==> config.mk <==
export PLATFORM = sky130hd
export DESIGN_NAME = tdc_reg_bank
export DESIGN_NICKNAME = d
export VERILOG_FILES = /design/src/hdl/tdc_pkg.sv /design/src/hdl/tdc_reg_bank.sv
export VERILOG_INCLUDE_DIRS = /design/src /design/src/hdl
export SDC_FILE = /design/constraint.sdc
export NUM_CORES = 1
export LEC_CHECK = 0
export BUFFER_PORTS_ARGS = -buffer_cell sky130_fd_sc_hd__clkbuf_2
export CORE_UTILIZATION = 38
export CTS_CLUSTER_SIZE = 16
export DETAILED_ROUTE_END_ITERATION = 12
export GPL_ROUTABILITY_DRIVEN = 0
export GPL_TIMING_DRIVEN = 1
export PLACE_DENSITY = 0.89
export SETUP_SLACK_MARGIN = 0.4
export SLEW_MARGIN = 20
export SYNTH_ARGS = -nofsm -noshare
export SYNTH_HDL_FRONTEND = slang
export SYNTH_SLANG_ARGS = --single-unit
==> constraint.sdc <==
create_clock -name BUS_CLK -period 1.4 [get_ports BUS_CLK]
set_clock_uncertainty 0.15 [all_clocks]
set_input_delay 0.07 -clock BUS_CLK [delete_from_list [all_inputs] [get_ports BUS_CLK]]
set_output_delay 0.07 -clock BUS_CLK [all_outputs]
set_load 0.01 [all_outputs]
==> src/hdl/tdc_macros.svh <==
`ifndef TDC_MACROS_SVH
`define TDC_MACROS_SVH

// version byte returned at address 0
`define TDC_VERSION 8'd2

`define TDC_BASEADDR 16'h0000 // start of the register block
`define TDC_ABUSWIDTH 16

// identifier in the top nibble of every word
`define TDC_DATA_ID 4'd4

`define TDC_FIFO_DEPTH_LOG2 9 // 512 words

`endif

==> src/hdl/tdc_pkg.sv <==
`default_nettype none

`include "tdc_macros.svh"

package tdc_pkg;

	typedef logic [31:0] tdc_word_t; // id, kind, event tag, value
	typedef logic [15:0] tdc_time_t; // all ones = saturated or no trigger
	typedef logic [15:0] tdc_stamp_t;

	typedef logic [7:0] bus_data_t;
	typedef logic [`TDC_ABUSWIDTH-1:0] bus_addr_t;

	typedef logic [7:0] cnt8_t; // saturates at 255
	typedef logic [31:0] cnt32_t;

	typedef enum logic [1:0] {
		kind_pulse = 2'd0,
		kind_stamp = 2'd1,
		kind_trig = 2'd2
	} word_kind_t;

	// word former sequence
	typedef enum logic [1:0] {
		idle,
		emit_pulse,
		emit_stamp,
		emit_trig
	} former_state_t;

endpackage

`default_nettype wire

==> src/hdl/tdc_reg_bank.sv <==
`timescale 1ns/1ps
`default_nettype none

`include "tdc_macros.svh"

module tdc_reg_bank import tdc_pkg::*; (
	input logic BUS_CLK,
	input logic bus_clk_rst,
	input bus_addr_t bus_add,
	input bus_data_t bus_data_in,
	input logic bus_wr,
	input logic bus_rd,
	output bus_data_t bus_data_out,
	input logic arm_tdc,
	input logic ext_en,
	input logic event_taken,
	input cnt32_t event_cnt,
	input cnt8_t miss_cnt,
	input cnt8_t lost_cnt,
	output logic soft_rst,
	output logic capture_en,
	output logic en_write_timestamp,
	output logic en_trig_distance,
	output logic inv_sig,
	output logic inv_trig
);

	localparam int unsigned REG_COUNT = 9;

	bus_addr_t rel_add;
	logic hit;
	logic wr_en, rd_en;
	logic rst;
	bus_data_t ctrl; // control byte at address 1
	logic armed;
	bus_data_t rd_byte;

	assign rel_add = bus_add - bus_addr_t'(`TDC_BASEADDR);
	assign hit = (rel_add < bus_addr_t'(REG_COUNT));
	assign wr_en = bus_wr && hit;
	assign rd_en = bus_rd && hit;
	assign rst = bus_clk_rst | soft_rst;

	always_ff @(posedge BUS_CLK) begin
		if (bus_clk_rst)
			soft_rst <= 1'b0;
		else
			soft_rst <= wr_en && (rel_add == bus_addr_t'(0));
	end

	always_ff @(posedge BUS_CLK) begin
		if (rst) begin
			ctrl <= '0;
			armed <= 1'b0;
		end else begin
			if (wr_en && rel_add == bus_addr_t'(1))
				ctrl <= bus_data_in;
			if (arm_tdc || (wr_en && rel_add == bus_addr_t'(2)))
				armed <= 1'b1;
			else if (event_taken)
				armed <= 1'b0; // one pulse per arm
		end
	end

	// in arm mode the enable only counts while armed
	assign capture_en = (ctrl[0] | ext_en) & (~ctrl[1] | armed);
	assign en_write_timestamp = ctrl[2];
	assign en_trig_distance = ctrl[3];
	assign inv_sig = ctrl[4];
	assign inv_trig = ctrl[5];

	always_comb begin
		case (rel_add[3:0])
			4'd0: rd_byte = `TDC_VERSION;
			4'd1: rd_byte = ctrl;
			4'd2: rd_byte = {7'b0, armed};
			4'd3: rd_byte = event_cnt[7:0]; // lsb first
			4'd4: rd_byte = event_cnt[15:8];
			4'd5: rd_byte = event_cnt[23:16];
			4'd6: rd_byte = event_cnt[31:24];
			4'd7: rd_byte = miss_cnt;
			4'd8: rd_byte = lost_cnt;
			default: rd_byte = '0;
		endcase
	end

	always_ff @(posedge BUS_CLK) begin
		if (bus_clk_rst)
			bus_data_out <= '0;
		else if (rd_en)
			bus_data_out <= rd_byte; // held until the next read
	end

endmodule

`default_nettype wire

==> reports/results.txt <==
Share of layout cells above drive strength 1 - 0.685
Failing checks - negative hold slack, negative setup slack
Peak Freq - 0.678 GHz
Post-synthesis sequential area ratio - 0.260
Synth warn - 0
Fillers - 227
Min Hold Slack - -0.0440 ns
Die span in x - 62.4 um
Hold Path End - bus_data_out[5]
Initial antenna violation count - 0
Element type at the critical path end - register
Antenna cell count - 0
CP cell instances - mux4_2, a221oi_2, a211oi_1
First-pass GRT wire length - 9.10 mm
IO Count - 93
Site row count - 21
Total wire length - 6.49 mm
Max-Cap Viols - 0
First-pass DRT Iterations - 5
Post-synth EDFFs - 0
Largest fanout on the critical path - 2
DR DRC count - 0
GRT Util Overall - 0.298
CTS Buf Count - 3
Core Util, Final - 0.774
Slowest cell on crit path - mux4_2
Placed cells - 314
Status - complete, but fails checks
Tmin final - 1.47 ns
Crit Reg-Reg Startpoint - ctrl[4]
Sink Count - 18
Yosys reg bits - 18
CTS tree - yes
Classification of the worst setup path - reg2reg
Buffers added on ports - 92
RSZ-0062 raised after global routing - yes
Primary flip-flop cell chosen by synthesis mapping - dfxtp_1
Largest net degree at the start of global routing - 16
Number of global-route vias before repair - 1,897
Grt total ovfl - 0
HP Start - lost_cnt[5]
WL per Instance - 19.2 um
Clock buffer depth - 2
Worst hold path depth - 3
PD cells - 509 nW/um2
Place WS - -0.200 ns
Die area - 3890 um2
Vias per cell - 6.16
Slew headroom - 0.772
Vert. Die Dim - 62.4 um
Syn Inst Count - 168
Vias - 2,083
Post-route clock period utilization - 1.05
P_leak - 0.00112 uW
HPWL Detailed - 3.91 mm
R2r setup slk - -0.07 ns
Asr flop ratio synth - 0
Final net count - 372
Avg Cell Area, Syn - 8.25 um2
Worst Path Required - 1.43 ns
Clock Latency Late Sink - 0.32 ns
Post-Layout Cell Count - 338
Hold crit path type - in2reg
H-tree depth - 1
# setup viols final - 2
Max-slew violations - 0
Core area - 3420 um2
Clock-pin slew on the worst setup and hold paths - 0.15 ns
Startpoint Class - register
Iteration-0 DRC Markers - 288
Distinct cells, synth - 41
Slowest stage delay, CP - 0.45 ns
Root Buffer - clkbuf_4
WP data arrival - 1.50 ns
CP Buf/Inv Count - 0
Worst slew pin tran - 0.341 ns
Cell family with most CP delay - multiplexers
Final Hold Fails - 7
CP Depth - 3
IR Drop Worst-Case VDD - 0.280 mV
P&R area growth vs syn - 90.7%
Cells on worst reg2reg path - 3
Fin worst setup slack - -0.0738 ns
Remaining antenna violation count after routing - 0
Hold Buf Count CTS - 10
Mapped cell area - 1390 um2
Reg-to-reg endpoint - bus_data_out[4]
Initial Util - 0.406
Post-Syn Nets - 247
how the worst max path moves through the flow:
stage                     slack, ns  startpoint              end
after floorplan                0.05     ctrl[4]  bus_data_out[4]
after global placement        -0.11  bus_add[2]          ctrl[4]
after detailed placement      -0.20  bus_add[2]  bus_data_out[3]
after CTS                      0.02     ctrl[7]  bus_data_out[7]
after global routing          -0.13     ctrl[4]  bus_data_out[4]
final                         -0.07     ctrl[4]  bus_data_out[4]
layout by cell type, fill, tap and decap left out, drive strengths merged, types with 3 or more instances in the layout:
master / instances
a2111oi: 4
a211oi: 8
a21oi: 23
buf: 51
clkbuf: 80
dfxtp: 18
dlygate4sd3: 10
inv: 5
mux2i: 9
nand2b: 3
nand3: 12
nand3b: 14
nor2: 3
nor2b: 3
nor3: 6
nor4: 4
o211ai: 3
o21ai: 8
power breakdown:
part | total [uW] | internal [uW] | switching, uW
sequential | 511 | 510 | 1.50
clock | 367 | 159 | 208
combinational | 467 | 248 | 219
state kept, by name, summed over array words and instances (netlist names):
name          count
armed             1
bus_data_out      8
ctrl              8
soft_rst          1
timing repair:
item | in CTS | in global routing
pin swaps | 12 | 20
setup buffers | 2 | 6
resized for setup | 45 | 73
gates cloned | 2 | 0
endpoints found under the hold margin | 17 | 9
endpoints found under the setup margin | 30 | 32
layer usage:
layer / share of wire / GRT usage
met2: 0.50 / 0.534
met3: 0.078 / 0.0547
met1: 0.37 / 0.337
met4: 0.053 / 0.140
met5: 0 / 0
worst register-to-register path: stages, from the launching register on:
cell and delay [ns]:
dfxtp_2 0.35, mux4_2 0.45, a221oi_2 0.27, a211oi_1 0.13
layout make-up:
type | count | area, um2 | area share
Clock buffer | 4 | 36.3 | 0.0137
Multi-Input combinational cell | 128 | 1150 | 0.435
Sequential cell | 18 | 387 | 0.146
Inverter | 5 | 18.8 | 0.00710
Tap cell | 46 | 57.6 | 0.0218
Timing Repair Buffer | 137 | 995 | 0.376
cells by family (layout without fill, tap and decap cells):
logic type,after synthesis,in the layout,synth area share
AND/OR/NAND/NOR,61,61,0.294
multiplexers,11,11,0.103
AO/OA/AOI/OAI,56,56,0.259
flip-flops,18,18,0.260
buffers and inverters,22,146,0.0839
cells in the mapped netlist, drive strengths merged, types with 3 or more instances:
cell type | count | share of area
a211oi | 8 | 0.043
a21oi | 23 | 0.083
o21ai | 8 | 0.029
nor4 | 4 | 0.018
o211ai | 3 | 0.016
dfxtp | 18 | 0.26
a2111oi | 4 | 0.025
nand3b | 14 | 0.076
inv | 5 | 0.014
nor2 | 3 | 0.0081
mux2i | 9 | 0.065
nor2b | 3 | 0.014
buf | 15 | 0.064
nand2b | 3 | 0.014
nand3 | 12 | 0.043
nor3 | 6 | 0.022
metrics by stage:
stage               setup TNS (ns)  hold WS, ns  cell area, um2  power, uW
floorplan                        0       0.0644            1470        698
global placement             -1.40        0.166            2050        868
detailed placement           -2.20        0.159            2050        876
CTS                              0      -0.0186            2350       1250
global route                -0.169      -0.0339            2640       1400
finish                     -0.0841      -0.0440            2640       1350
Power figures use the tool's default switching activity.
