<file path="config.mk">
export PLATFORM = sky130hd
export DESIGN_NAME = tdc_word_former
export DESIGN_NICKNAME = d
export VERILOG_FILES = /design/src/hdl/tdc_pkg.sv /design/src/hdl/tdc_word_former.sv
export VERILOG_INCLUDE_DIRS = /design/src /design/src/hdl
export SDC_FILE = /design/constraint.sdc
export NUM_CORES = 1
export LEC_CHECK = 0
export ABC_AREA = 1
export BUFFER_PORTS_ARGS = -buffer_cell sky130_fd_sc_hd__buf_2
export CAP_MARGIN = 20
export CORE_MARGIN = 2
export CORE_UTILIZATION = 35
export DETAILED_ROUTE_END_ITERATION = 10
export GPL_ROUTABILITY_DRIVEN = 0
export HOLD_SLACK_MARGIN = 0.06
export SYNTH_ARGS = -nofsm -noshare
export SYNTH_HDL_FRONTEND = slang
export SYNTH_SLANG_ARGS = --single-unit
</file>
<file path="constraint.sdc">
create_clock -name BUS_CLK -period 3.1 [get_ports BUS_CLK]
set_input_delay 0.62 -clock BUS_CLK [delete_from_list [all_inputs] [get_ports BUS_CLK]]
set_output_delay 0.62 -clock BUS_CLK [all_outputs]
set_load 0.05 [all_outputs]
</file>
<file path="src/hdl/tdc_macros.svh">
`ifndef TDC_MACROS_SVH
`define TDC_MACROS_SVH

// version byte returned at address 0
`define TDC_VERSION 8'd2

`define TDC_BASEADDR 16'h0000 // start of the register block
`define TDC_ABUSWIDTH 16

// identifier in the top nibble of every word
`define TDC_DATA_ID 4'd4

`define TDC_FIFO_DEPTH_LOG2 9 // 512 words

`endif

</file>
<file path="src/hdl/tdc_pkg.sv">
`default_nettype none

`include "tdc_macros.svh"

package tdc_pkg;

	typedef logic [31:0] tdc_word_t; // id, kind, event tag, value
	typedef logic [15:0] tdc_time_t; // all ones = saturated or no trigger
	typedef logic [15:0] tdc_stamp_t;

	typedef logic [7:0] bus_data_t;
	typedef logic [`TDC_ABUSWIDTH-1:0] bus_addr_t;

	typedef logic [7:0] cnt8_t; // saturates at 255
	typedef logic [31:0] cnt32_t;

	typedef enum logic [1:0] {
		kind_pulse = 2'd0,
		kind_stamp = 2'd1,
		kind_trig = 2'd2
	} word_kind_t;

	// word former sequence
	typedef enum logic [1:0] {
		idle,
		emit_pulse,
		emit_stamp,
		emit_trig
	} former_state_t;

endpackage

`default_nettype wire

</file>
<file path="src/hdl/tdc_word_former.sv">
`timescale 1ns/1ps
`default_nettype none

`include "tdc_macros.svh"

module tdc_word_former import tdc_pkg::*; (
	input logic BUS_CLK,
	input logic bus_clk_rst,
	input logic soft_rst,
	input logic en_write_timestamp,
	input logic en_trig_distance,
	input logic event_valid,
	input tdc_time_t pulse_len,
	input tdc_time_t trig_dist,
	input tdc_stamp_t event_stamp,
	output logic word_valid,
	output tdc_word_t word,
	output cnt32_t event_cnt,
	output cnt8_t miss_cnt
);

	localparam int unsigned TAG_W = 10;

	former_state_t state, state_next;
	tdc_word_t word_next;
	logic rst;
	logic accept;
	logic [TAG_W-1:0] tag_q; // event number of the word group
	tdc_stamp_t stamp_q;
	tdc_time_t dist_q;

	function automatic tdc_word_t make_word(
		input word_kind_t kind,
		input logic [TAG_W-1:0] tag,
		input logic [15:0] value
	);
		make_word = {`TDC_DATA_ID, kind, tag, value};
	endfunction

	assign rst = bus_clk_rst | soft_rst;
	assign accept = event_valid && (state == idle);

	always_comb begin
		state_next = idle;
		word_next = word;
		case (state)
			idle: if (event_valid) begin
				state_next = emit_pulse;
				word_next = make_word(kind_pulse, event_cnt[TAG_W-1:0], pulse_len);
			end
			emit_pulse: if (en_write_timestamp) begin
				state_next = emit_stamp;
				word_next = make_word(kind_stamp, tag_q, stamp_q);
			end else if (en_trig_distance) begin
				state_next = emit_trig;
				word_next = make_word(kind_trig, tag_q, dist_q);
			end
			emit_stamp: if (en_trig_distance) begin
				state_next = emit_trig;
				word_next = make_word(kind_trig, tag_q, dist_q);
			end
			default: state_next = idle; // trigger word is always last
		endcase
	end

	always_ff @(posedge BUS_CLK) begin
		if (rst) begin
			state <= idle;
			word_valid <= 1'b0;
			event_cnt <= '0;
			miss_cnt <= '0;
		end else begin
			state <= state_next;
			word_valid <= (state_next != idle);
			if (accept)
				event_cnt <= event_cnt + 1'b1;
			if (event_valid && state != idle && miss_cnt != '1)
				miss_cnt <= miss_cnt + 1'b1; // busy, event dropped
		end
	end

	always_ff @(posedge BUS_CLK) begin
		word <= word_next;
		if (accept) begin
			tag_q <= event_cnt[TAG_W-1:0];
			stamp_q <= event_stamp;
			dist_q <= trig_dist;
		end
	end

	// every emitted word belongs to the group being worked on
	assert property (@(posedge BUS_CLK) disable iff (rst)
		word_valid |-> (state != idle) && (word[25:16] == tag_q))
		else $error("word_valid while the former is idle or with a stale event tag");

endmodule

`default_nettype wire

</file>
==> metrics.md, run 1 <==
| Metric | Value |
|---|---|
| Outcome | completed |
| Power per cell area | 601 nW/µm² |
| Synthesized net count | 675 |
| DRT Pass-1 Iters | 4 |
| Total power | 4.20 mW |
| Crit Path Class | flip-flop to flip-flop |
| Post-CTS Hold Buffers | 0 |
| Postcts setup bufs | 0 |
| Setup tns final | 0 ns |
| Crit share post-route | 77.7% |
| Sequential area share after synthesis | 55.8% |
| Area contributors post-synth | edfxtp_1 (40%), dfxtp_1 (16%), nand2_1 (7.7%) |
| Share of layout cells above drive strength 1 | 25.9% |
| Die Ht | 130 µm |
| Mapped Area | 5530 µm² |
| Latest clock arrival within the worst-skew pair | 0.42 ns |
| Io pins | 127 |
| Inserted Diodes | 0 |
| Post-synthesis async set-or-reset flop share | 0% |
| Yosys Warn Count | 0 |
| Cell taking the most area after synthesis | edfxtp_1 |
| Syn Inst Count | 614 |
| Prevailing post-synth register cell | edfxtp_1 |
| Hold Fails Final Rpt | 0 |
| All-Layer GR Usage | 17.2% |
| DP HPWL | 10100 µm |
| Core area | 15300 µm² |
| Rel. slew slack | 52.6% |
| Top cells by count, synth | nand2_1 (114), nor2_1 (91), inv_1 (75) |
| Starting Density | 36.1% |
| Crit start category | flip-flop |
| Remaining DRCs | 0 |
| Number of synthesized flops with an enable pin | 74 |
| Row count | 45 |
| CTS tree | done |
| Synth unique cells | 35 |
| Synth top area share | 40.2% |
| Routed Antenna Nets | 0 |
| Critical path endpoint category | flip-flop |
| Final Max Tran Viols | 0 |
| Buffers on Ports | 126 |
| NumNets Final | 805 |
| Peak supply drop | 0.000368 V |
| Clock slew at reported path FFs | 0.05 ns |
| RSZ-0062 raised after global routing | false |
| CTS Buffer Depth | 2 |
| Die width | 130 µm |
| Largest net degree at the start of global routing | 39 |
| Final setup viols | 0 |
| Least-Margin Pin Slew | 0.711 ns |
| Max Cap Violations | 0 |
| Critical path required time | 3.35 ns |
| Die area | 16800 µm² |
| Vias per cell | 4.85 |
| CTS H-tree lvls | 4 |
| Initial antenna violation count | 0 |
| Syn Area/Cell | 9.00 µm² |
| 1st-iter DRT viols | 249 |
| Clock Skew | 0.00463 ns |
| WL per Instance | 14.7 µm |
| Vias in the first global route | 4518 |
| Lkg Pwr | 2.81 nW |
| DR vias | 4690 |
| Most numerous cell in the Yosys netlist | nand2_1 |
| Final Critical Period | 2.41 ns |
| Fmax | 415 MHz |
| Grt ovf | 0 |
| Final WL | 14200 µm |
| Data arrival, critical path | 2.66 ns |
| Largest fanout on the critical path | 27 |
| Clock sinks | 117 |
| First-pass GRT wire length | 22300 µm |
| Yosys reg bits | 117 |
| Root buf cell | clkbuf_16 |
| Hold crit path type | input pin to flip-flop |
| CTS buffer count | 17 |
| Area delta synth->final | 26.5% |
| # resized after CTS | 0 |
[metal layers]
layer	global-route usage (%)	share of wire, %
met1	21.9	45
met5	0	0
met3	5.04	7.7
met2	27.3	46
met4	7.53	1.2
[worst max-delay path, stage by stage (launching register included)]
cell,delay (ns)
dfxtp_1,0.33
inv_1,0.11
ha_1,0.63
nand2_1,0.19
nand2_4,0.30
nand2_1,0.11
inv_2,0.29
nand2_1,0.10
a41oi_1,0.18
[metrics by stage]
step	cell area (µm²)	hold WS [ns]	worst slack, ns	std cells	util [%]
floorplan	5530	0.589	0.396	614	-
global placement	6370	0.477	0.861	936	41.6
detailed placement	6370	0.493	0.694	936	41.6
CTS	6990	0.364	0.680	967	45.6
global route	6990	0.363	0.454	967	45.6
finish	6990	0.379	0.691	967	45.6
[placed cells by master, fill, tap and decap left out, types with 8 or more instances in the layout]
| cell | synthesis | routed |
|---|---|---|
| o22ai_1 | 10 | 10 |
| o21ai_0 | 15 | 15 |
| dfxtp_1 | 43 | 43 |
| nor2_1 | 91 | 91 |
| edfxtp_1 | 74 | 74 |
| clkbuf_16 | 0 | 17 |
| nand3_1 | 62 | 62 |
| a41oi_1 | 16 | 16 |
| nor2_4 | 10 | 10 |
| inv_1 | 75 | 75 |
| buf_2 | 8 | 126 |
| a21oi_1 | 21 | 20 |
| nand2_1 | 114 | 114 |
| nor3_1 | 8 | 8 |
[report_power, final]
part | internal [mW] | switching (mW) | total (mW) | leakage, nW
registers | 1.75 | 0.0321 | 1.78 | 1.08
clock network | 1.34 | 0.701 | 2.04 | 0.293
logic | 0.0938 | 0.285 | 0.379 | 1.43
[flip-flops by register name (all words and copies together), names as in the netlist]
signal / flops
event_cnt: 32
word_valid: 1
dist_q: 16
stamp_q: 16
word: 32
tag_q: 10
state: 2
miss_cnt: 8
[area by class of cell]
type                    count  area, µm²
flip-flops and latches    117       3080
clock inverters            12        180
fillers                  1520       8330
multi-input cells         398       2060
well taps                 211        264
clock buffers              19        433
repair buffers            132        676
inverters                  78        293
[kinds of logic after synthesis]
group | count (synthesis) | synth area share, %
simple gates | 317 | 26.8
flops | 117 | 55.8
buf+inv | 99 | 7.18
fa+ha+maj | 7 | 1.59
xor+xnor | 6 | 0.951
compound gates | 68 | 7.72
[path summary, 6_finish.rpt]
kind | slack (ns) | endpoint | depth (start not counted) | start
worst max-delay path | 0.69 | word[12] | 8 | state[1]
worst min-delay path | 0.38 | stamp_q[12] | 1 | event_stamp[12]
worst max register to register | 0.69 | word[12] | 8 | state[1]
worst min register to register | 0.50 | miss_cnt[1] | 2 | miss_cnt[1]
No activity file was read; power rests on OpenSTA's default activity.
==> run 2, diff against run 1 <==
- clock period: 3.1 -> 2.1 ns (I/O delays scaled with it)
==> run 2 against run 1 <==
  * Power increased by 51%
  * Final area increased by 1.3%
  * Wire length decreased by 0.88%
  * Clock power increased by 54%
  * First-iteration DRC count decreased by 0.40%
  * Worst hold slack got worse by 0.20 ns
  * Combinational power increased by 51%
  * Clock skew increased by 0.0030 ns
  * Via count decreased by 1.4%
  * Critical path type unchanged
  * Largest cell class unchanged
  * Highest routed layer unchanged
==> metrics.md, run 2 (synthesized netlist as in run 1, its figures left out) <==
| Metric | Value |
|---|---|
| Vias in the first global route | 4418 (was 4518) |
| Most frequent cell on the critical path | nand2_1 (unchanged) |
| Max incr delay on CP | 0.33 ns (was 0.63 ns) |
| Vias per cell | 4.75 (was 4.85) |
| Inserted Diodes | 0 (unchanged) |
| Crit start category | flip-flop (unchanged) |
| RSZ-0062 raised after global routing | false (unchanged) |
| CTS Buffer Depth | 2 (unchanged) |
| Root buf cell | clkbuf_16 (unchanged) |
| Largest net degree at the start of global routing | 33 (was 39) |
| All-Layer GR Usage | 17.0% (was 17.2%) |
| DR vias | 4625 (was 4690) |
| Die Ht | 130 µm (unchanged) |
| Core area | 15300 µm² (unchanged) |
| Share of layout cells above drive strength 1 | 26.5% (was 25.9%) |
| Critical path required time | 2.35 ns (was 3.35 ns) |
| CTS buffer count | 17 (unchanged) |
| Die width | 130 µm (unchanged) |
| Initial antenna violation count | 0 (unchanged) |
| Largest fanout on the critical path | 20 (was 27) |
| Register-to-register setup slack | 0.15 ns (was 0.69 ns) |
| Routed Antenna Nets | 0 (unchanged) |
| Cell Count Post-Placement | 941 (was 936) |
| Hold Fails Final Rpt | 0 (unchanged) |
| WL per Instance | 14.4 µm (was 14.7 µm) |
| Clock sinks | 117 (unchanged) |
| Largest regs | event_cnt x32, word x32 (unchanged) |
| Placed instance area | 6440 µm² (was 6370 µm²) |
| CP Launch Point | state[1] (unchanged) |
| Final Max Tran Viols | 0 (unchanged) |
| Buffers on Ports | 126 (unchanged) |
| Final setup viols | 0 (unchanged) |
| DP HPWL | 10100 µm (about the same) |
| # resized after CTS | 0 (unchanged) |
| Crit path max-delay cell type | dfxtp_1 (was ha_1) |
| Final cell count without fillers | 973 (was 967) |
| Final Critical Period | 1.95 ns (was 2.41 ns) |
| Area delta synth->final | 28.1% (was 26.5%) |
| First-pass GRT wire length | 21900 µm (was 22300 µm) |
| CTS H-tree lvls | 4 (unchanged) |
| Postcts setup bufs | 0 (unchanged) |
| Row count | 45 (unchanged) |
| Lkg Pwr | 2.85 nW (was 2.81 nW) |
| Fmax | 512 MHz (was 415 MHz) |
| Die area | 16800 µm² (unchanged) |
| Total power | 6.33 mW (was 4.20 mW) |
| Setup WS pre-CTS | 0.194 ns (was 0.694 ns) |
| Crit share post-route | 93.1% (was 77.7%) |
| Area of the multi-input gates | 2060 µm² (unchanged) |
| Power per cell area | 895 nW/µm² (was 601 nW/µm²) |
| Fill count | 1517 (was 1520) |
| FF-to-FF Start | state[1] (unchanged) |
| Commonest cells after routing, fill and taps aside | buf_2 (126), nand2_1 (114), nor2_1 (91) (unchanged) |
| NumNets Final | 810 (was 805) |
| Post-CTS Hold Buffers | 0 (unchanged) |
| Remaining DRCs | 0 (unchanged) |
| Clock Skew | 0.00764 ns (was 0.00463 ns) |
| Max Cap Violations | 0 (unchanged) |
| Final WL | 14100 µm (was 14200 µm) |
| 1st-iter DRT viols | 248 (was 249) |
| Post-layout util | 46.2% (was 45.6%) |
| Peak supply drop | 0.000690 V (was 0.000368 V) |
| Critical path endpoint category | flip-flop (unchanged) |
| Rel. slew slack | 64.4% (was 52.6%) |
| Register area | 3080 µm² (unchanged) |
| Setup tns final | 0 ns (unchanged) |
| Crit Path Class | flip-flop to flip-flop (unchanged) |
| Outcome | completed (unchanged) |
| Reg-to-reg endpoint | word[7] (was word[12]) |
| Starting Density | 36.1% (unchanged) |
| Most common cell after layout, fill and taps aside | buf_2 (unchanged) |
| Data arrival, critical path | 2.20 ns (was 2.66 ns) |
| Clock slew at reported path FFs | 0.06 ns (was 0.05 ns) |
| Final instance area | 7080 µm² (was 6990 µm²) |
| Critical Path, Cell by Cell | inv_1 -> ha_1 -> nand2_1 -> nand2_4 -> nand2_1 -> inv_2 -> nand2_1 -> a41oi_1 (unchanged) |
| Least-Margin Pin Slew | 0.533 ns (was 0.711 ns) |
| Worst r2r path cells | 8 (unchanged) |
| Latest clock arrival within the worst-skew pair | 0.42 ns (about the same) |
| Grt ovf | 0 (unchanged) |
| PnR worst setup slack | 0.146 ns (was 0.691 ns) |
| Hold crit path type | input pin to flip-flop (unchanged) |
| CTS tree | done (unchanged) |
| DRT Pass-1 Iters | 6 (was 4) |
| WHS | 0.177 ns (was 0.379 ns) |
| End of the critical path | word[7] (was word[12]) |
| Io pins | 127 (unchanged) |
[run 2: layer usage]
| layer | routed length [µm] | part of all wire [%] | track usage [%] |
|---|---|---|---|
| met1 | 6420 | 46 | 22.5 |
| met2 | 6530 | 46 | 26.9 |
| met3 | 898 | 6.4 | 4.17 |
| met4 | 209 | 1.5 | 7.08 |
| met5 | 0 | 0 | 0 |
[run 2: how the worst min path moves through the flow]
| stage | startpoint | to | slack [ns] | cells past startpoint |
|---|---|---|---|---|
| 6_report | trig_dist[12] | dist_q[12] | 0.18 | 1 |
| 5_1_grt | trig_dist[10] | dist_q[10] | 0.17 | 1 |
| 4_1_cts | trig_dist[10] | dist_q[10] | 0.16 | 1 |
| 3_5_place_dp | miss_cnt[1] | miss_cnt[1] | 0.50 | 2 |
| 3_3_place_gp | miss_cnt[1] | miss_cnt[1] | 0.48 | 2 |
| 2_1_floorplan | trig_dist[0] | dist_q[0] | 0.52 | 0 |
[run 2: area by class of cell]
type	instances	share of cell area (%)
timing repair buffer	137	10.4
clock inverter	14	2.95
inverter	78	4.14
clock buffer	18	6.07
tap	211	3.73
multi-input combinational	398	29.1
sequential	117	43.6
[run 2: report_power, final]
| group | leakage [nW] | internal (mW) | switching, mW | total (mW) |
|---|---|---|---|---|
| Combinational | 1.46 | 0.151 | 0.422 | 0.574 |
| Clock | 0.303 | 2.09 | 1.04 | 3.14 |
| Sequential | 1.08 | 2.58 | 0.0469 | 2.62 |
| Total | 2.85 | 4.82 | 1.51 | 6.33 |
[run 2: worst max-delay path: cells and delay by family, from the launching register on]
| kind | cells | cell delay, ns |
|---|---|---|
| adders and majority gates | 1 | 0.32 |
| buffers and inverters | 2 | 0.38 |
| AOI/OAI and AO/OA | 1 | 0.20 |
| DFF | 1 | 0.33 |
| and+or+nand+nor | 4 | 0.55 |
==> run 3, diff against run 2 <==
- CORE_UTILIZATION: 35 -> 45
- CTS_BUF_LIST: not set -> sky130_fd_sc_hd__clkbuf_16
- PLACE_DENSITY: not set -> 0.71
==> run 3 against run 2 <==
  * Register-to-register slack improved by 0.06 ns
  * Global-route usage increased by 4.2 points
  * Critical endpoint is now word_valid
  * Clock power decreased by 13%
  * Power decreased by 6.5%
  * Sequential power about the same
  * Sequential share of layout area increased by 1.1 points
  * Largest cell class unchanged
==> metrics.md, run 3 (synthesized netlist as in run 1, its figures left out) <==
| Metric | Value |
|---|---|
| Final Max Tran Viols | 0 (unchanged) |
| Core area | 12000 µm² (was 15300 µm²) |
| Die area | 13200 µm² (was 16800 µm²) |
| Crit share post-route | 90.4% (was 93.1%) |
| Root buf cell | clkbuf_16 (unchanged) |
| Clock sinks | 117 (unchanged) |
| Switching pwr | 1.47 mW (was 1.51 mW) |
| Least-Margin Pin Slew | 0.556 ns (was 0.533 ns) |
| WL per Instance | 15.0 µm (was 14.4 µm) |
| Fmax | 527 MHz (was 512 MHz) |
| Crit Path Class | flip-flop to flip-flop (unchanged) |
| Switching Fraction | 24.8% (was 23.9%) |
| Hold crit path type | input pin to flip-flop (unchanged) |
| Lkg Pwr | 2.82 nW (was 2.85 nW) |
| Vias in the first global route | 4573 (was 4418) |
| Postcts setup bufs | 0 (unchanged) |
| Sequential power share | 44.4% (was 41.4%) |
| DP HPWL | 9370 µm (was 10100 µm) |
| Clock Skew | 0.00466 ns (was 0.00764 ns) |
| CTS buffer count | 17 (unchanged) |
| Largest net degree at the start of global routing | 37 (was 33) |
| Gate power share | 9.7% (was 9.1%) |
| First-pass GRT wire length | 21500 µm (was 21900 µm) |
| Starting Density | 46.0% (was 36.1%) |
| Max Cap Violations | 0 (unchanged) |
| Remaining DRCs | 0 (unchanged) |
| Power share of the clock group | 46.0% (was 49.5%) |
| Final WL | 13600 µm (was 14100 µm) |
| Rel. slew slack | 62.9% (was 64.4%) |
| Peak supply drop | 0.000588 V (was 0.000690 V) |
| Share of layout cells above drive strength 1 | 25.8% (was 26.5%) |
| Latest clock arrival within the worst-skew pair | 0.42 ns (about the same) |
| Critical path required time | 2.37 ns (was 2.35 ns) |
| Io pins | 127 (unchanged) |
| Crit path max-delay cell type | dfxtp_1 (unchanged) |
| Fill count | 1079 (was 1517) |
| Cell Count Post-Placement | 875 (was 941) |
| Most common cell after layout, fill and taps aside | buf_2 (unchanged) |
| Row count | 40 (was 45) |
| Gr busiest metal | met2 (unchanged) |
| Die Ht | 115 µm (was 130 µm) |
| Global Route met2 Usage | 34.1% (was 26.9%) |
| Routed Antenna Nets | 0 (unchanged) |
| NumNets Final | 808 (was 810) |
| Final setup viols | 0 (unchanged) |
| CTS H-tree lvls | 4 (unchanged) |
| Setup tns final | 0 ns (unchanged) |
| Outcome | completed (unchanged) |
| Critical path endpoint category | flip-flop (unchanged) |
| Largest regs | event_cnt x32, word x32 (unchanged) |
| Largest fanout on the critical path | 27 (was 20) |
| GR Util met1 | 26.8% (was 22.5%) |
| Final cell count without fillers | 907 (was 973) |
| Register-to-register setup slack | 0.20 ns (was 0.15 ns) |
| Inserted Diodes | 0 (unchanged) |
| Final Critical Period | 1.90 ns (was 1.95 ns) |
| Hold Fails Final Rpt | 0 (unchanged) |
| Commonest cells after routing, fill and taps aside | buf_2 (126), nand2_1 (114), nor2_1 (91) (unchanged) |
| Buffers on Ports | 126 (unchanged) |
| Post-CTS Hold Buffers | 0 (unchanged) |
| Data arrival, critical path | 2.17 ns (was 2.20 ns) |
| Power per cell area | 858 nW/µm² (was 895 nW/µm²) |
| Area delta synth->final | 24.9% (was 28.1%) |
| Crit start category | flip-flop (unchanged) |
| Internal | 4.45 mW (was 4.82 mW) |
| Die width | 115 µm (was 130 µm) |
| CTS tree | done (unchanged) |
| M3 GR Usage | 5.59% (was 4.17%) |
| All-Layer GR Usage | 21.2% (was 17.0%) |
| Max incr delay on CP | 0.38 ns (was 0.33 ns) |
| 1st-iter DRT viols | 365 (was 248) |
| # resized after CTS | 0 (unchanged) |
| RSZ-0062 raised after global routing | false (unchanged) |
| DR vias | 4693 (was 4625) |
| CTS Buffer Depth | 2 (unchanged) |
| Grt ovf | 0 (unchanged) |
| Initial antenna violation count | 0 (unchanged) |
| Critical Path, Cell by Cell | inv_1 -> ha_1 -> inv_1 -> nand2_4 -> nand2_1 -> inv_2 -> o21ai_0 -> o21ai_0 (was inv_1 -> ha_1 -> nand2_1 -> nand2_4 -> nand2_1 -> inv_2 -> nand2_1 -> a41oi_1) |
| Vias per cell | 5.17 (was 4.75) |
| DRT Pass-1 Iters | 5 (was 6) |
| Clock slew at reported path FFs | 0.06 ns (about the same) |
-- run 3: changes by cell type in the layout (fill, tap and decap cells not counted), sizes merged --
cell | before | now
clkinv | 6 | 10
bufinv | 5 | 1
clkbuf | 18 | 19
buf | 137 | 135
inv | 78 | 79
clkinvlp | 3 | 1
-- run 3: final cells by class --
cell class	instances	area, µm²	share of cell area (%)
Inverter	78	293	4.24
Sequential cell	117	3080	44.7
Clock inverter	13	85.1	1.23
Timing Repair Buffer	135	723	10.5
Tap cell	147	184	2.66
Multi-Input combinational cell	398	2060	29.8
Clock buffer	19	475	6.89
-- run 3: path summary, 6_finish.rpt --
| path | startpoint | to | cells after the start |
|---|---|---|---|
| min | trig_dist[13] | dist_q[13] | 1 |
| max reg2reg | state[0] | word_valid | 8 |
| max | state[0] | word_valid | 8 |
| min reg2reg | miss_cnt[1] | miss_cnt[1] | 2 |
-- run 3: stage by stage --
step	hold WS [ns]	area [µm²]	worst slack [ns]	power [mW]	util [%]
floorplan	0.519	5530	0.105	3.05	-
global placement	0.475	6340	0.385	3.23	52.8
detailed placement	0.499	6340	0.205	3.24	52.8
CTS	0.163	6900	0.206	5.96	57.5
global route	0.162	6900	0.0403	6.11	57.5
finish	0.175	6900	0.202	5.92	57.5
-- run 3: per-layer routing --
layer / share of wire (%) / wire length (µm)
met5: 0 / 0
met4: 1.6 / 216
met3: 7.2 / 976
met2: 47 / 6430
met1: 44 / 5980
-- run 3: power groups by stage --
stage	combinational [mW]	clock, mW	sequential, mW
finish	0.572	2.72	2.63
CTS	0.572	2.76	2.63
detailed placement	0.570	0	2.67
global placement	0.560	0	2.67
floorplan	0.186	0	2.87
global route	0.609	2.86	2.64
-- run 3: critical path: cells and delay by family, from the launching register on --
kind,cells,cell delay [ns]
buffers and inverters,3,0.35
flip-flops,1,0.38
AO/OA/AOI/OAI,2,0.43
adder cells (fa/ha/maj),1,0.25
AND/OR/NAND/NOR,2,0.34
