--- src/hdl/tdc_macros.svh ---
`ifndef TDC_MACROS_SVH
`define TDC_MACROS_SVH

// version byte returned at address 0
`define TDC_VERSION 8'd2

`define TDC_BASEADDR 16'h0000 // start of the register block
`define TDC_ABUSWIDTH 16

// identifier in the top nibble of every word
`define TDC_DATA_ID 4'd4

`define TDC_FIFO_DEPTH_LOG2 9 // 512 words

`endif

--- src/hdl/tdc_pkg.sv ---
`default_nettype none

`include "tdc_macros.svh"

package tdc_pkg;

	typedef logic [31:0] tdc_word_t; // id, kind, event tag, value
	typedef logic [15:0] tdc_time_t; // all ones = saturated or no trigger
	typedef logic [15:0] tdc_stamp_t;

	typedef logic [7:0] bus_data_t;
	typedef logic [`TDC_ABUSWIDTH-1:0] bus_addr_t;

	typedef logic [7:0] cnt8_t; // saturates at 255
	typedef logic [31:0] cnt32_t;

	typedef enum logic [1:0] {
		kind_pulse = 2'd0,
		kind_stamp = 2'd1,
		kind_trig = 2'd2
	} word_kind_t;

	// word former sequence
	typedef enum logic [1:0] {
		idle,
		emit_pulse,
		emit_stamp,
		emit_trig
	} former_state_t;

endpackage

`default_nettype wire

--- src/hdl/tdc_edge_capture.sv ---
`timescale 1ns/1ps
`default_nettype none

module tdc_edge_capture import tdc_pkg::*; (
	input logic BUS_CLK,
	input logic bus_clk_rst,
	input logic soft_rst,
	input logic capture_en,
	input logic inv_sig,
	input logic inv_trig,
	input logic tdc_in,
	input logic trig_in,
	input tdc_stamp_t timestamp,
	output logic event_valid,
	output logic event_taken,
	output tdc_time_t pulse_len,
	output tdc_time_t trig_dist,
	output tdc_stamp_t event_stamp
);

	logic rst;
	logic [2:0] sig_sh; // two sync flops plus edge history
	logic [2:0] trig_sh;
	logic sig_up, sig_dn, trig_up, trig_dn;
	logic sig_rise, sig_fall, trig_rise;
	logic start;
	logic active; // inside a measured pulse
	tdc_time_t len_cnt;
	tdc_time_t dist_cnt;

	assign rst = bus_clk_rst | soft_rst;

	always_ff @(posedge BUS_CLK) begin
		sig_sh <= {sig_sh[1:0], tdc_in};
		trig_sh <= {trig_sh[1:0], trig_in};
	end

	assign sig_up = sig_sh[1] & ~sig_sh[2];
	assign sig_dn = ~sig_sh[1] & sig_sh[2];
	assign trig_up = trig_sh[1] & ~trig_sh[2];
	assign trig_dn = ~trig_sh[1] & trig_sh[2];

	// inversion swaps edges, so toggling it never fakes a pulse
	assign sig_rise = inv_sig ? sig_dn : sig_up;
	assign sig_fall = inv_sig ? sig_up : sig_dn;
	assign trig_rise = inv_trig ? trig_dn : trig_up;

	assign start = sig_rise & capture_en & ~active;

	always_ff @(posedge BUS_CLK) begin
		if (rst)
			dist_cnt <= '1; // no trigger seen yet
		else if (trig_rise)
			dist_cnt <= tdc_time_t'(1);
		else if (dist_cnt != '1)
			dist_cnt <= dist_cnt + 1'b1;
	end

	always_ff @(posedge BUS_CLK) begin
		if (rst) begin
			active <= 1'b0;
			event_valid <= 1'b0;
			event_taken <= 1'b0;
		end else begin
			event_valid <= active & sig_fall;
			event_taken <= start; // clears the arm latch
			if (start)
				active <= 1'b1;
			else if (sig_fall)
				active <= 1'b0;
		end
	end

	always_ff @(posedge BUS_CLK) begin
		if (start) begin
			len_cnt <= tdc_time_t'(1);
			event_stamp <= timestamp;
			trig_dist <= trig_rise ? '0 : dist_cnt; // same-cycle trigger is distance 0
		end else if (active && len_cnt != '1) begin
			len_cnt <= len_cnt + 1'b1;
		end
		if (active && sig_fall)
			pulse_len <= len_cnt;
	end

	assert property (@(posedge BUS_CLK) disable iff (rst) event_valid |=> !event_valid)
		else $error("event_valid high on two consecutive cycles");

endmodule

`default_nettype wire

--- config.mk ---
export PLATFORM = sky130hd
export DESIGN_NAME = tdc_edge_capture
export DESIGN_NICKNAME = d
export VERILOG_FILES = /design/src/hdl/tdc_pkg.sv /design/src/hdl/tdc_edge_capture.sv
export VERILOG_INCLUDE_DIRS = /design/src /design/src/hdl
export SDC_FILE = /design/constraint.sdc
export NUM_CORES = 1
export LEC_CHECK = 0
export BUFFER_PORTS_ARGS = -buffer_cell sky130_fd_sc_hd__buf_4
export CORE_MARGIN = 4
export CORE_UTILIZATION = 55
export CTS_BUF_LIST = sky130_fd_sc_hd__clkbuf_16
export DETAILED_ROUTE_END_ITERATION = 7
export PLACE_DENSITY_LB_ADDON = 0.25
export SLEW_MARGIN = 15
export SYNTH_ARGS = -nofsm -noshare
export SYNTH_HDL_FRONTEND = slang
export SYNTH_SLANG_ARGS = --single-unit
--- constraint.sdc ---
create_clock -name BUS_CLK -period 4.2 [get_ports BUS_CLK]
set_clock_uncertainty 0.05 [all_clocks]
set_input_delay 0.21 -clock BUS_CLK [delete_from_list [all_inputs] [get_ports BUS_CLK]]
set_output_delay 0.21 -clock BUS_CLK [all_outputs]
set_load 0.01 [all_outputs]
==> results of run 1 <==
## layer usage
metal | GRT usage | vias up | part of all wire | wire [µm]
li1 | - | 1314 | - | -
met4 | 0.09902 | 0 | 0.031 | 243
met1 | 0.2502 | 1309 | 0.37 | 2891
met5 | 0 | - | 0 | 0
met3 | 0.04704 | 26 | 0.076 | 595
met2 | 0.3733 | 137 | 0.52 | 4085
## final cells by class
class	count	area share
well taps	75	0.02051
flip-flops and latches	89	0.4945
multi-input cells	187	0.2618
repair buffers	90	0.1565
clock inverters	7	0.01258
inverters	6	0.004923
clock buffers	9	0.04923
## cells by family (layout without fill, tap and decap cells)
kind of cell	after synthesis	after routing
xor gates and xnor gates	1	1
and+or+nand+nor	120	120
DFF	89	89
AOI/OAI and AO/OA	56	56
muxes	8	8
adders and majority gates	2	2
buffers and inverters	14	112
## registers in the layout, indices dropped and copies added, names as in the netlist
name	flops
pulse_len	16
trig_dist	16
event_valid	1
active	1
sig_sh	3
dist_cnt	16
len_cnt	16
trig_sh	3
event_taken	1
event_stamp	16
## worst reg2reg max path, cell delays in order, from the launching register on
cell and delay (ns):
dfxtp_1 0.36, and3b_1 0.21, o211ai_2 0.58, inv_2 0.54
o41ai_1 0.51
## per-stage QoR
stage	util	std cells
4_1_cts	0.7531	462
3_5_place_dp	0.6817	431
5_1_grt	0.7547	463
6_report	0.7547	463
2_1_floorplan	-	290
3_3_place_gp	0.6817	431
## layout by cell type, fill, tap and decap left out, types with 3 or more instances in the layout
master         count
a31oi_1            6
and4_1             4
nand2b_1           4
nand4_1           11
nand2_1           22
or2_2              5
nor3_1             3
dfxtp_1           41
and3_1             6
or4_1              4
clkbuf_16          9
o311ai_0           8
and2_1            15
dlygate4sd3_1     16
inv_1              8
o31ai_1            4
o41ai_1            3
edfxtp_1          48
nand3_1           13
o21ai_1            3
buf_4             74
mux2i_1            7
nor4_1             5
nor2_1            14
o21ai_0           10
a21oi_1           11
## power by group through the flow
stage                     clock network, µW  registers (µW)  logic, µW
after floorplan                           0            1010        162
after global placement                    0            1010        227
after detailed placement                  0            1020        235
after CTS                               765             999        248
final                                   760            1000        250
after global routing                    809            1010        282
## final timing paths
kind                                         to           from
worst min register to register       trig_sh[1]     trig_sh[0]
worst min-delay path            event_stamp[14]  timestamp[14]
worst max-delay path                len_cnt[14]      sig_sh[1]
worst max register to register      len_cnt[14]      sig_sh[1]
## what timing repair did
action,in CTS,in global routing
hold buffers,15,1
hold endpoints to repair,15,1
buffers inserted,0,0
==> impl_metrics.py, run 1 <==
metrics = {
    "cts": {
        "h-tree-depth": 3,
        "clk_pin_slew_ns": 0.06,
        "clock_latency_ns": 0.33,
        "clkSinkCount": 89,
        "cts_tree": "yes",
        "post_cts_resized": 0,
        "clockBufferDepth": 2,
        "root_buffer": "clkbuf_16",
        "numCtsBuffers": 9,
    },
    "route": {
        "drtIter0Drc": 193,
        "via_per_inst": 6.017,
        "firstDrtPassIters": 5,
        "vias": 2786,
        "routed_wl_mm": 7.816,
        "wl_per_cell_um": 16.88,
        "antenna_left": 0,
        "drc": 0,
    },
    "timing": {
        "tightestPinTransition_ns": 0.7973,
        "whs_ns": 0.01273,
        "final-hold-violation-count": 0,
        "fmax_mhz": 424.4,
        "finalWorstSetupSlack_ns": 1.844,
        "fin_tns_setup_ns": 0,
        "post-route-period-util": 0.5610,
        "min_period_ns": 2.356,
        "setup_violations": 0,
        "report.final.slew_viol_count": 0,
        "max_slew_margin": 0.4677,
        "rsz0062_at_grt": "false",
    },
    "pwr": {
        "clockPowerShare": 0.378,
        "switching_share": 0.2400,
        "comb_power_share": 0.124,
        "seqPwrFrac": 0.498,
        "net-switching-power_uw": 482.5,
        "p_leak_uw": 0.001769,
        "p_int_uw": 1528,
        "p_total_uw": 2010,
        "powerDensity_nw_per_um2": 439.5,
        "vdd_ir_drop_max_uv": 303.4,
    },
    "layout": {
        "n_antenna_cell": 0,
        "drive_above_1_share": 0.2552,
        "area_delta_synth_final_pct": 30.11,
        "final_area_um2": 4574,
        "seqCellArea_um2": 2262,
        "fillers": 389,
        "multiInputGateArea_um2": 1197,
        "layout.nets": 409,
    },
    "logic_synthesis": {
        "synth_fa_ha_area_frac": 0.007117,
        "syn_inst": 290,
        "synth_top_family_by_area": "simple AND/OR/NAND/NOR gates",
        "synth.top_cell.area_share": 0.4100,
        "synth_compound_area_frac": 0.1093,
        "synth_ff_type": "edfxtp_1",
        "synth_warnings": 0,
        "synthTopCellsByArea": "edfxtp_1 41%, dfxtp_1 23%, and2_1 2.7%",
        "yosys.area.top_type": "edfxtp_1",
        "synth_fp_nets": 316,
        "synth_xor_area_frac": 0.002491,
        "synth.most_common_cell": "edfxtp_1",
        "synth-simple-area-share": 0.1986,
        "synth_area_per_cell_um2": 12.12,
        "synth_commonest_cells": "48 x edfxtp_1, 41 x dfxtp_1, 22 x nand2_1",
        "synth_mux_area_frac": 0.02313,
        "ys_seq_elements": 89,
        "ys_seq_area_frac": 0.6434,
        "synth_edf_count": 48,
        "syn_area_um2": 3516,
        "synthDistinctLibCells": 49,
        "synthArstFlopShare": 0,
    },
    "critical_path": {
        "crit_fanout": 39,
        "path_cells": "and3b_1 > o211ai_2 > inv_2 > o41ai_1",
        "path_depth": 4,
        "cpLargestDelayFamily": "compound AO/OA/AOI/OAI gates",
        "ff2ff_setup_slack_ns": 1.84,
        "slowest_delay_ns": 0.58,
        "critPathArrivalTime_ns": 2.52,
        "cp.required_ns": 4.36,
        "critPathSlowestCell": "o211ai_2",
        "end_kind": "register",
        "path_class": "register to register",
        "rr_worst_depth": 4,
        "start_kind": "register",
        "cp_num_buf_inv": 1,
    },
    "floorplanning": {
        "ios": 74,
        "core_area_um2": 6061,
        "initial_core_util": 0.5801,
        "std_cell_rows": 28,
        "die_y_um": 87.96,
        "fp.dieW_um": 87.96,
        "die-area_um2": 7736,
    },
    "global_routing": {
        "overflow": 0,
        "grt_pass1_vias": 2640,
        "grt_max_degree": 40,
        "grt_pass1_wl_mm": 12.48,
        "grt_usage": 0.2137,
        "antenna_found_initial": 0,
    },
    "placed_design": {
        "dp_hpwl_mm": 5.095,
        "pre_cts_ws_ns": 1.943,
        "place_area_um2": 4131,
        "port-buffer-count": 73,
        "gp_congestion": 0.8749,
    },
    "worst_hold_path": {
        "worstHoldPathCells": 1,
        "holdCritPathClass": "primary input to register",
    },
    "job": {
        "maxCapViolCount": 0,
    },
    "outcome": {
        "status": "finished clean",
    },
}
Note: power is estimated with default switching activity, not from simulation.
==> run 2, diff against run 1 <==
Settings changed: ABC_AREA set to 1, CORE_UTILIZATION 55 to 49.
Clock period 4.2 ns to 2 ns, I/O delays scaled along.
==> run 2 against run 1 <==
Die area grew 15%. Largest cell class unchanged. Global-route usage decreased by 3.2 points. Sequential power is 110% higher. Highest routed layer unchanged. Worst setup slack worse by 1.6 ns. Via count is 2.4% higher. Largest power group unchanged. Non-clock buffer count grew 8. Synthesized cell count grew 32%. Sequential share of layout area decreased by 2.9 points. Combinational power is 92% higher. Register-to-register slack worse by 1.6 ns. Clock power up 140%. Critical path type unchanged. Final cell count grew 27%.
==> impl_metrics.py, run 2 <==
metrics = {
    "outcome": {
        "status": "finished clean",
    },
    "floorplanning": {
        "std_cell_rows": 31,
        "fp.dieW_um": 94.41,
        "core_area_um2": 7253,
        "die-area_um2": 8913,
        "ios": 74,
        "initial_core_util": 0.5044,
        "die_y_um": 94.41,
    },
    "timing": {
        "rsz0062_at_grt": "false",
        "min_period_ns": 1.718,
        "post-route-period-util": 0.8588,
        "final-hold-violation-count": 0,
        "report.final.slew_viol_count": 0,
        "setup_violations": 0,
        "fin_tns_setup_ns": 0,
        "fmax_mhz": 582.2,
        "max_slew_margin": 0.7692,
        "tightestPinTransition_ns": 0.3449,
        "whs_ns": 0.08583,
    },
    "critical_path": {
        "rr_worst_depth": 7,
        "path_class": "register to register",
        "r2r-end": "len_cnt[0]",
        "crit_fanout": 12,
        "reg2reg_from": "len_cnt[0]",
        "cp.required_ns": 2.16,
        "ff2ff_setup_slack_ns": 0.28,
        "start_kind": "register",
        "end_kind": "register",
        "critPathArrivalTime_ns": 1.88,
    },
    "cts": {
        "cts_tree": "yes",
        "numCtsBuffers": 9,
        "clkSinkCount": 89,
        "clock_latency_ns": 0.33,
        "h-tree-depth": 3,
        "clk_pin_slew_ns": 0.07,
        "clockBufferDepth": 2,
        "cts_setup_buffers": 0,
        "root_buffer": "clkbuf_16",
    },
    "route": {
        "wl_per_cell_um": 13.00,
        "routed_wl_mm": 7.629,
        "firstDrtPassIters": 4,
        "antenna_left": 0,
        "vias": 2853,
        "drc": 0,
        "drtIter0Drc": 119,
        "via_per_inst": 4.860,
    },
    "global_routing": {
        "global_route.usage.met3": 0.03825,
        "grt_max_degree": 44,
        "grt_pass1_vias": 2700,
        "overflow": 0,
        "grt_usage": 0.1820,
        "busiest_layer": "met2",
        "antenna_found_initial": 0,
        "use_met1": 0.2333,
        "grt_pass1_wl_mm": 12.53,
        "met2_usage": 0.3050,
    },
    "logic_synthesis": {
        "yosys.area.top_type": "edfxtp_1",
        "synth_fp_nets": 408,
        "synth_edf_count": 48,
        "synthTopCellsByArea": "edfxtp_1 39%, dfxtp_1 22%, nand2_1 8.9%",
        "synth_area_per_cell_um2": 9.577,
        "synthDistinctLibCells": 29,
        "synth_ff_type": "edfxtp_1",
        "synthArstFlopShare": 0,
        "ys_seq_area_frac": 0.6183,
        "syn_inst": 382,
        "synth_commonest_cells": "87 x nand2_1, 52 x nor2_1, 48 x edfxtp_1",
        "synth_warnings": 0,
        "syn_area_um2": 3659,
        "synth.most_common_cell": "nand2_1",
        "ys_seq_elements": 89,
        "synth.top_cell.area_share": 0.3940,
    },
    "pwr": {
        "p_int_uw": 3312,
        "switching_share": 0.2372,
        "vdd_ir_drop_max_uv": 418.6,
        "net-switching-power_uw": 1030,
        "powerDensity_nw_per_um2": 893.8,
        "clockPowerShare": 0.414,
        "seqPwrFrac": 0.475,
        "comb_power_share": 0.111,
        "p_leak_uw": 0.002103,
    },
    "layout": {
        "layout_commonest_cell": "nand2_1",
        "fillers": 574,
        "area_delta_synth_final_pct": 32.80,
        "multiInputGateArea_um2": 1191,
        "layout.nets": 509,
        "drive_above_1_share": 0.2561,
        "fin_cells": 587,
        "seqCellArea_um2": 2262,
        "final_cell_mix": "87 x nand2_1, 79 x buf_4, 52 x nor2_1, 48 x edfxtp_1",
        "n_antenna_cell": 0,
    },
    "worst_hold_path": {
        "holdCritPathClass": "primary input to register",
        "holdPathEnd": "event_taken",
        "hp-start": "capture_en",
        "worstHoldPathCells": 3,
    },
    "placed_design": {
        "port-buffer-count": 73,
        "gp_congestion": 0.8489,
        "dp_hpwl_mm": 5.035,
        "dp.cells": 553,
    },
    "job": {
        "maxCapViolCount": 0,
    },
}
run 2: cell count changes after synthesis, moves of 7 or more:
cell,change
nand3_1,+26
nor2_1,+38
mux2i_1,-7
a21oi_1,-7
and2_1,-15
a21oi_2,+9
o311ai_0,-8
inv_1,+38
nand2_1,+65
run 2: logic make-up after synthesis:
logic type	count (synthesis)	synth area share
AND/OR/NAND/NOR	207	0.2517
flip-flops	89	0.6183
buffers and inverters	51	0.05814
AO/OA/AOI/OAI	25	0.04583
XOR/XNOR	8	0.01915
adder cells (fa/ha/maj)	2	0.006839
run 2: final cells by class:
cell class / instances / share of cell area
flip-flops and latches: 89 / 0.4656
inverters: 43 / 0.03322
multi-input cells: 242 / 0.2452
well taps: 99 / 0.02550
clock buffers: 9 / 0.04636
repair buffers: 98 / 0.1633
clock inverters: 7 / 0.02086
run 2: metal layers:
metal | part of all wire | vias to the layer above
met5 | 0 | -
met3 | 0.054 | 10
met1 | 0.45 | 1297
met2 | 0.48 | 90
li1 | - | 1456
met4 | 0.011 | 0
run 2: how the worst max path moves through the flow:
stage	from	endpoint	slack, ns	cells after the start
after detailed placement	len_cnt[0]	len_cnt[0]	0.19	7
after global placement	len_cnt[0]	len_cnt[0]	0.27	7
after global routing	len_cnt[0]	len_cnt[9]	0.10	9
after floorplan	sig_sh[1]	event_stamp[0]	0.15	7
after CTS	len_cnt[0]	len_cnt[0]	0.18	7
final	len_cnt[0]	len_cnt[0]	0.28	7
run 2: repair_timing:
item,4_1_cts,5_1_grt
endpoints found under the hold margin,18,0
gates resized for setup,0,1
endpoints found under the setup margin,0,2
hold buffers,18,0
run 2: stage by stage:
stage	utilization	area [µm²]	setup slack, ns	power, µW
finish	0.6698	4858	0.2823	4342
global placement	0.5989	4344	0.2659	2525
CTS	0.6688	4851	0.1770	4376
detailed placement	0.5989	4344	0.1863	2546
global route	0.6698	4858	0.1043	4544
floorplan	-	3659	0.1545	2397
run 2: critical path: stages (launching register included):
cell and delay (ns):
dfxtp_1 0.43, ha_1 0.25, nand2_1 0.08, nor2_2 0.12, nand2_2 0.10, o21ai_4 0.34, or2_2 0.17, nand3_1 0.06
run 2: power groups by stage:
stage / clock [µW] / combinational, µW / sequential (µW)
3_3_place_gp: 0 / 429 / 2100
5_1_grt: 1930 / 540 / 2070
6_report: 1800 / 480 / 2060
4_1_cts: 1830 / 480 / 2060
2_1_floorplan: 0 / 294 / 2100
3_5_place_dp: 0 / 444 / 2100
==> run 3, diff against run 2 <==
--- a/config.mk
+++ b/config.mk
@@ -8,3 +8,2 @@
 export LEC_CHECK = 0
-export ABC_AREA = 1
 export BUFFER_PORTS_ARGS = -buffer_cell sky130_fd_sc_hd__buf_4
==> constraint.sdc (replaced) <==
create_clock -name BUS_CLK -period 2 [get_ports BUS_CLK]
set_clock_uncertainty 0.05 [all_clocks]
set_input_delay 0.5 -clock BUS_CLK [delete_from_list [all_inputs] [get_ports BUS_CLK]]
set_output_delay 0.5 -clock BUS_CLK [all_outputs]
set_load 0.01 [all_outputs]
==> run 3 against run 2 <==
Sequential share of layout area up 2.9 points. Largest power group unchanged. Final cell count down 18%. Sequential cell count unchanged. Highest routed layer unchanged. Routed wire length down 9.6%. Via count down 7.9%.
==> impl_metrics.py, run 3 (synthesized netlist as in run 1, its figures left out) <==
metrics = {
    "outcome": {
        "status": "finished clean",
    },
    "route": {
        "antenna_left": 0,
        "drtIter0Drc": 111,
        "routed_wl_mm": 6.899,
        "via_per_inst": 5.489,
        "firstDrtPassIters": 5,
        "drc": 0,
        "vias": 2629,
        "wl_per_cell_um": 14.40,
    },
    "cts": {
        "clk_pin_slew_ns": 0.06,
        "clkSinkCount": 89,
        "cts_tree": "yes",
        "numCtsBuffers": 9,
        "cts_hold_buf": 0,
        "clock_latency_ns": 0.33,
        "h-tree-depth": 3,
        "clockBufferDepth": 2,
        "root_buffer": "clkbuf_16",
    },
    "critical_path": {
        "rr_worst_depth": 6,
        "reg2reg_from": "len_cnt[0]",
        "start_kind": "register",
        "slowest_delay_ns": 0.41,
        "r2r-end": "len_cnt[13]",
        "critPathArrivalTime_ns": 2.07,
        "path_class": "register to register",
        "crit_fanout": 6,
        "ff2ff_setup_slack_ns": 0.14,
        "critPathSlowestCell": "or4_1",
        "cp.required_ns": 2.21,
        "end_kind": "register",
        "path_cells": "ha_1 > and4_1 > nor3b_2 > buf_4 > or4_1 > a21oi_1",
    },
    "pwr": {
        "p_total_uw": 4221,
        "p_leak_uw": 0.001765,
        "vdd_ir_drop_max_uv": 571.4,
        "powerDensity_nw_per_um2": 922.7,
    },
    "floorplanning": {
        "fp.dieW_um": 92.71,
        "die-area_um2": 8594,
        "initial_core_util": 0.5118,
        "std_cell_rows": 30,
        "ios": 74,
        "die_y_um": 92.71,
        "core_area_um2": 6869,
    },
    "timing": {
        "final-hold-violation-count": 0,
        "fin_tns_setup_ns": 0,
        "setup_violations": 0,
        "rsz0062_at_grt": "false",
        "whs_ns": 0.2176,
        "max_slew_margin": 0.7470,
        "post-route-period-util": 0.9297,
        "min_period_ns": 1.859,
        "fmax_mhz": 537.8,
        "report.final.slew_viol_count": 0,
        "tightestPinTransition_ns": 0.3760,
    },
    "layout": {
        "area_delta_synth_final_pct": 30.11,
        "layout_commonest_cell": "buf_4",
        "drive_above_1_share": 0.3029,
        "layout.nets": 404,
        "final_cell_mix": "82 x buf_4, 48 x edfxtp_1, 41 x dfxtp_1, 22 x nand2_1, 15 x and2_1",
        "n_antenna_cell": 0,
    },
    "global_routing": {
        "antenna_found_initial": 0,
        "grt_usage": 0.1632,
        "overflow": 0,
        "grt_pass1_vias": 2367,
        "grt_max_degree": 31,
        "grt_pass1_wl_mm": 11.14,
    },
    "placed_design": {
        "port-buffer-count": 73,
        "gp_congestion": 0.8670,
        "dp_hpwl_mm": 4.962,
    },
    "job": {
        "maxCapViolCount": 0,
    },
    "worst_hold_path": {
        "holdPathEnd": "trig_sh[0]",
        "hp-start": "trig_in",
        "holdCritPathClass": "primary input to register",
        "worstHoldPathCells": 1,
    },
}
## run 3: changes by cell type in the layout (fill, tap and decap cells not counted), moves of 7 or more
cell / change
mux2i_1: +7
a21oi_2: -9
dlygate4sd3_1: -18
nand2_1: -65
o311ai_0: +8
nand3_1: -27
inv_1: -37
a21oi_1: +7
nor2_1: -38
and2_1: +15
## run 3: what timing repair did
| action | CTS | global route |
|---|---|---|
| gates resized for setup | 0 | 2 |
| buffers inserted | 0 | 0 |
| endpoints found under the setup margin | 0 | 2 |
## run 3: per-stage QoR
| stage | util | area [µm²] | setup WS [ns] | cells |
|---|---|---|---|---|
| after floorplan | - | 3516 | 0.1745 | 290 |
| after global placement | 0.6228 | 4278 | 0.1462 | 463 |
| after detailed placement | 0.6228 | 4278 | 0.09001 | 463 |
| after CTS | 0.6648 | 4567 | 0.05945 | 479 |
| after global routing | 0.6659 | 4574 | 0.03632 | 479 |
| final | 0.6659 | 4574 | 0.1406 | 479 |
## run 3: critical path: cells and delay by family (launching register included)
kind | cells | cell delay (ns)
and+or+nand+nor | 3 | 0.84
buffers and inverters | 1 | 0.16
DFF | 1 | 0.35
AOI/OAI and AO/OA | 1 | 0.15
adders and majority gates | 1 | 0.24
## run 3: area by class of cell
cell class                      instances  area [µm²]
Fill cell                             531        2295
Sequential cell                        89        2262
Multi-Input combinational cell        187        1205
Timing Repair Buffer                   85       675.6
Clock buffer                           10       250.2
Tap cell                               96       120.1
Clock inverter                          6       38.79
Inverter                                6       22.52
## run 3: power breakdown
group          total [µW]  switching (µW)  leakage [µW]  internal (µW)
logic                 524             275      0.000850            249
clock network        1610             689      0.000142            917
registers            2090            74.9      0.000774           2020
## run 3: how the worst max path moves through the flow
| stage | startpoint | end | slack, ns | cells past startpoint |
|---|---|---|---|---|
| floorplan | inv_sig | event_stamp[0] | 0.17 | 3 |
| global placement | dist_cnt[0] | dist_cnt[6] | 0.15 | 5 |
| detailed placement | dist_cnt[0] | dist_cnt[6] | 0.09 | 5 |
| CTS | dist_cnt[0] | dist_cnt[6] | 0.06 | 5 |
| global route | dist_cnt[0] | dist_cnt[6] | 0.04 | 5 |
| finish | len_cnt[0] | len_cnt[13] | 0.14 | 6 |
## run 3: layer usage
metal,track usage,part of all wire,vias up,wire length [µm]
li1,-,-,1303,-
met1,0.1902,0.41,1252,2842
met2,0.2961,0.53,65,3636
met3,0.02600,0.044,9,306
met4,0.06960,0.017,0,114
met5,0,0,-,0
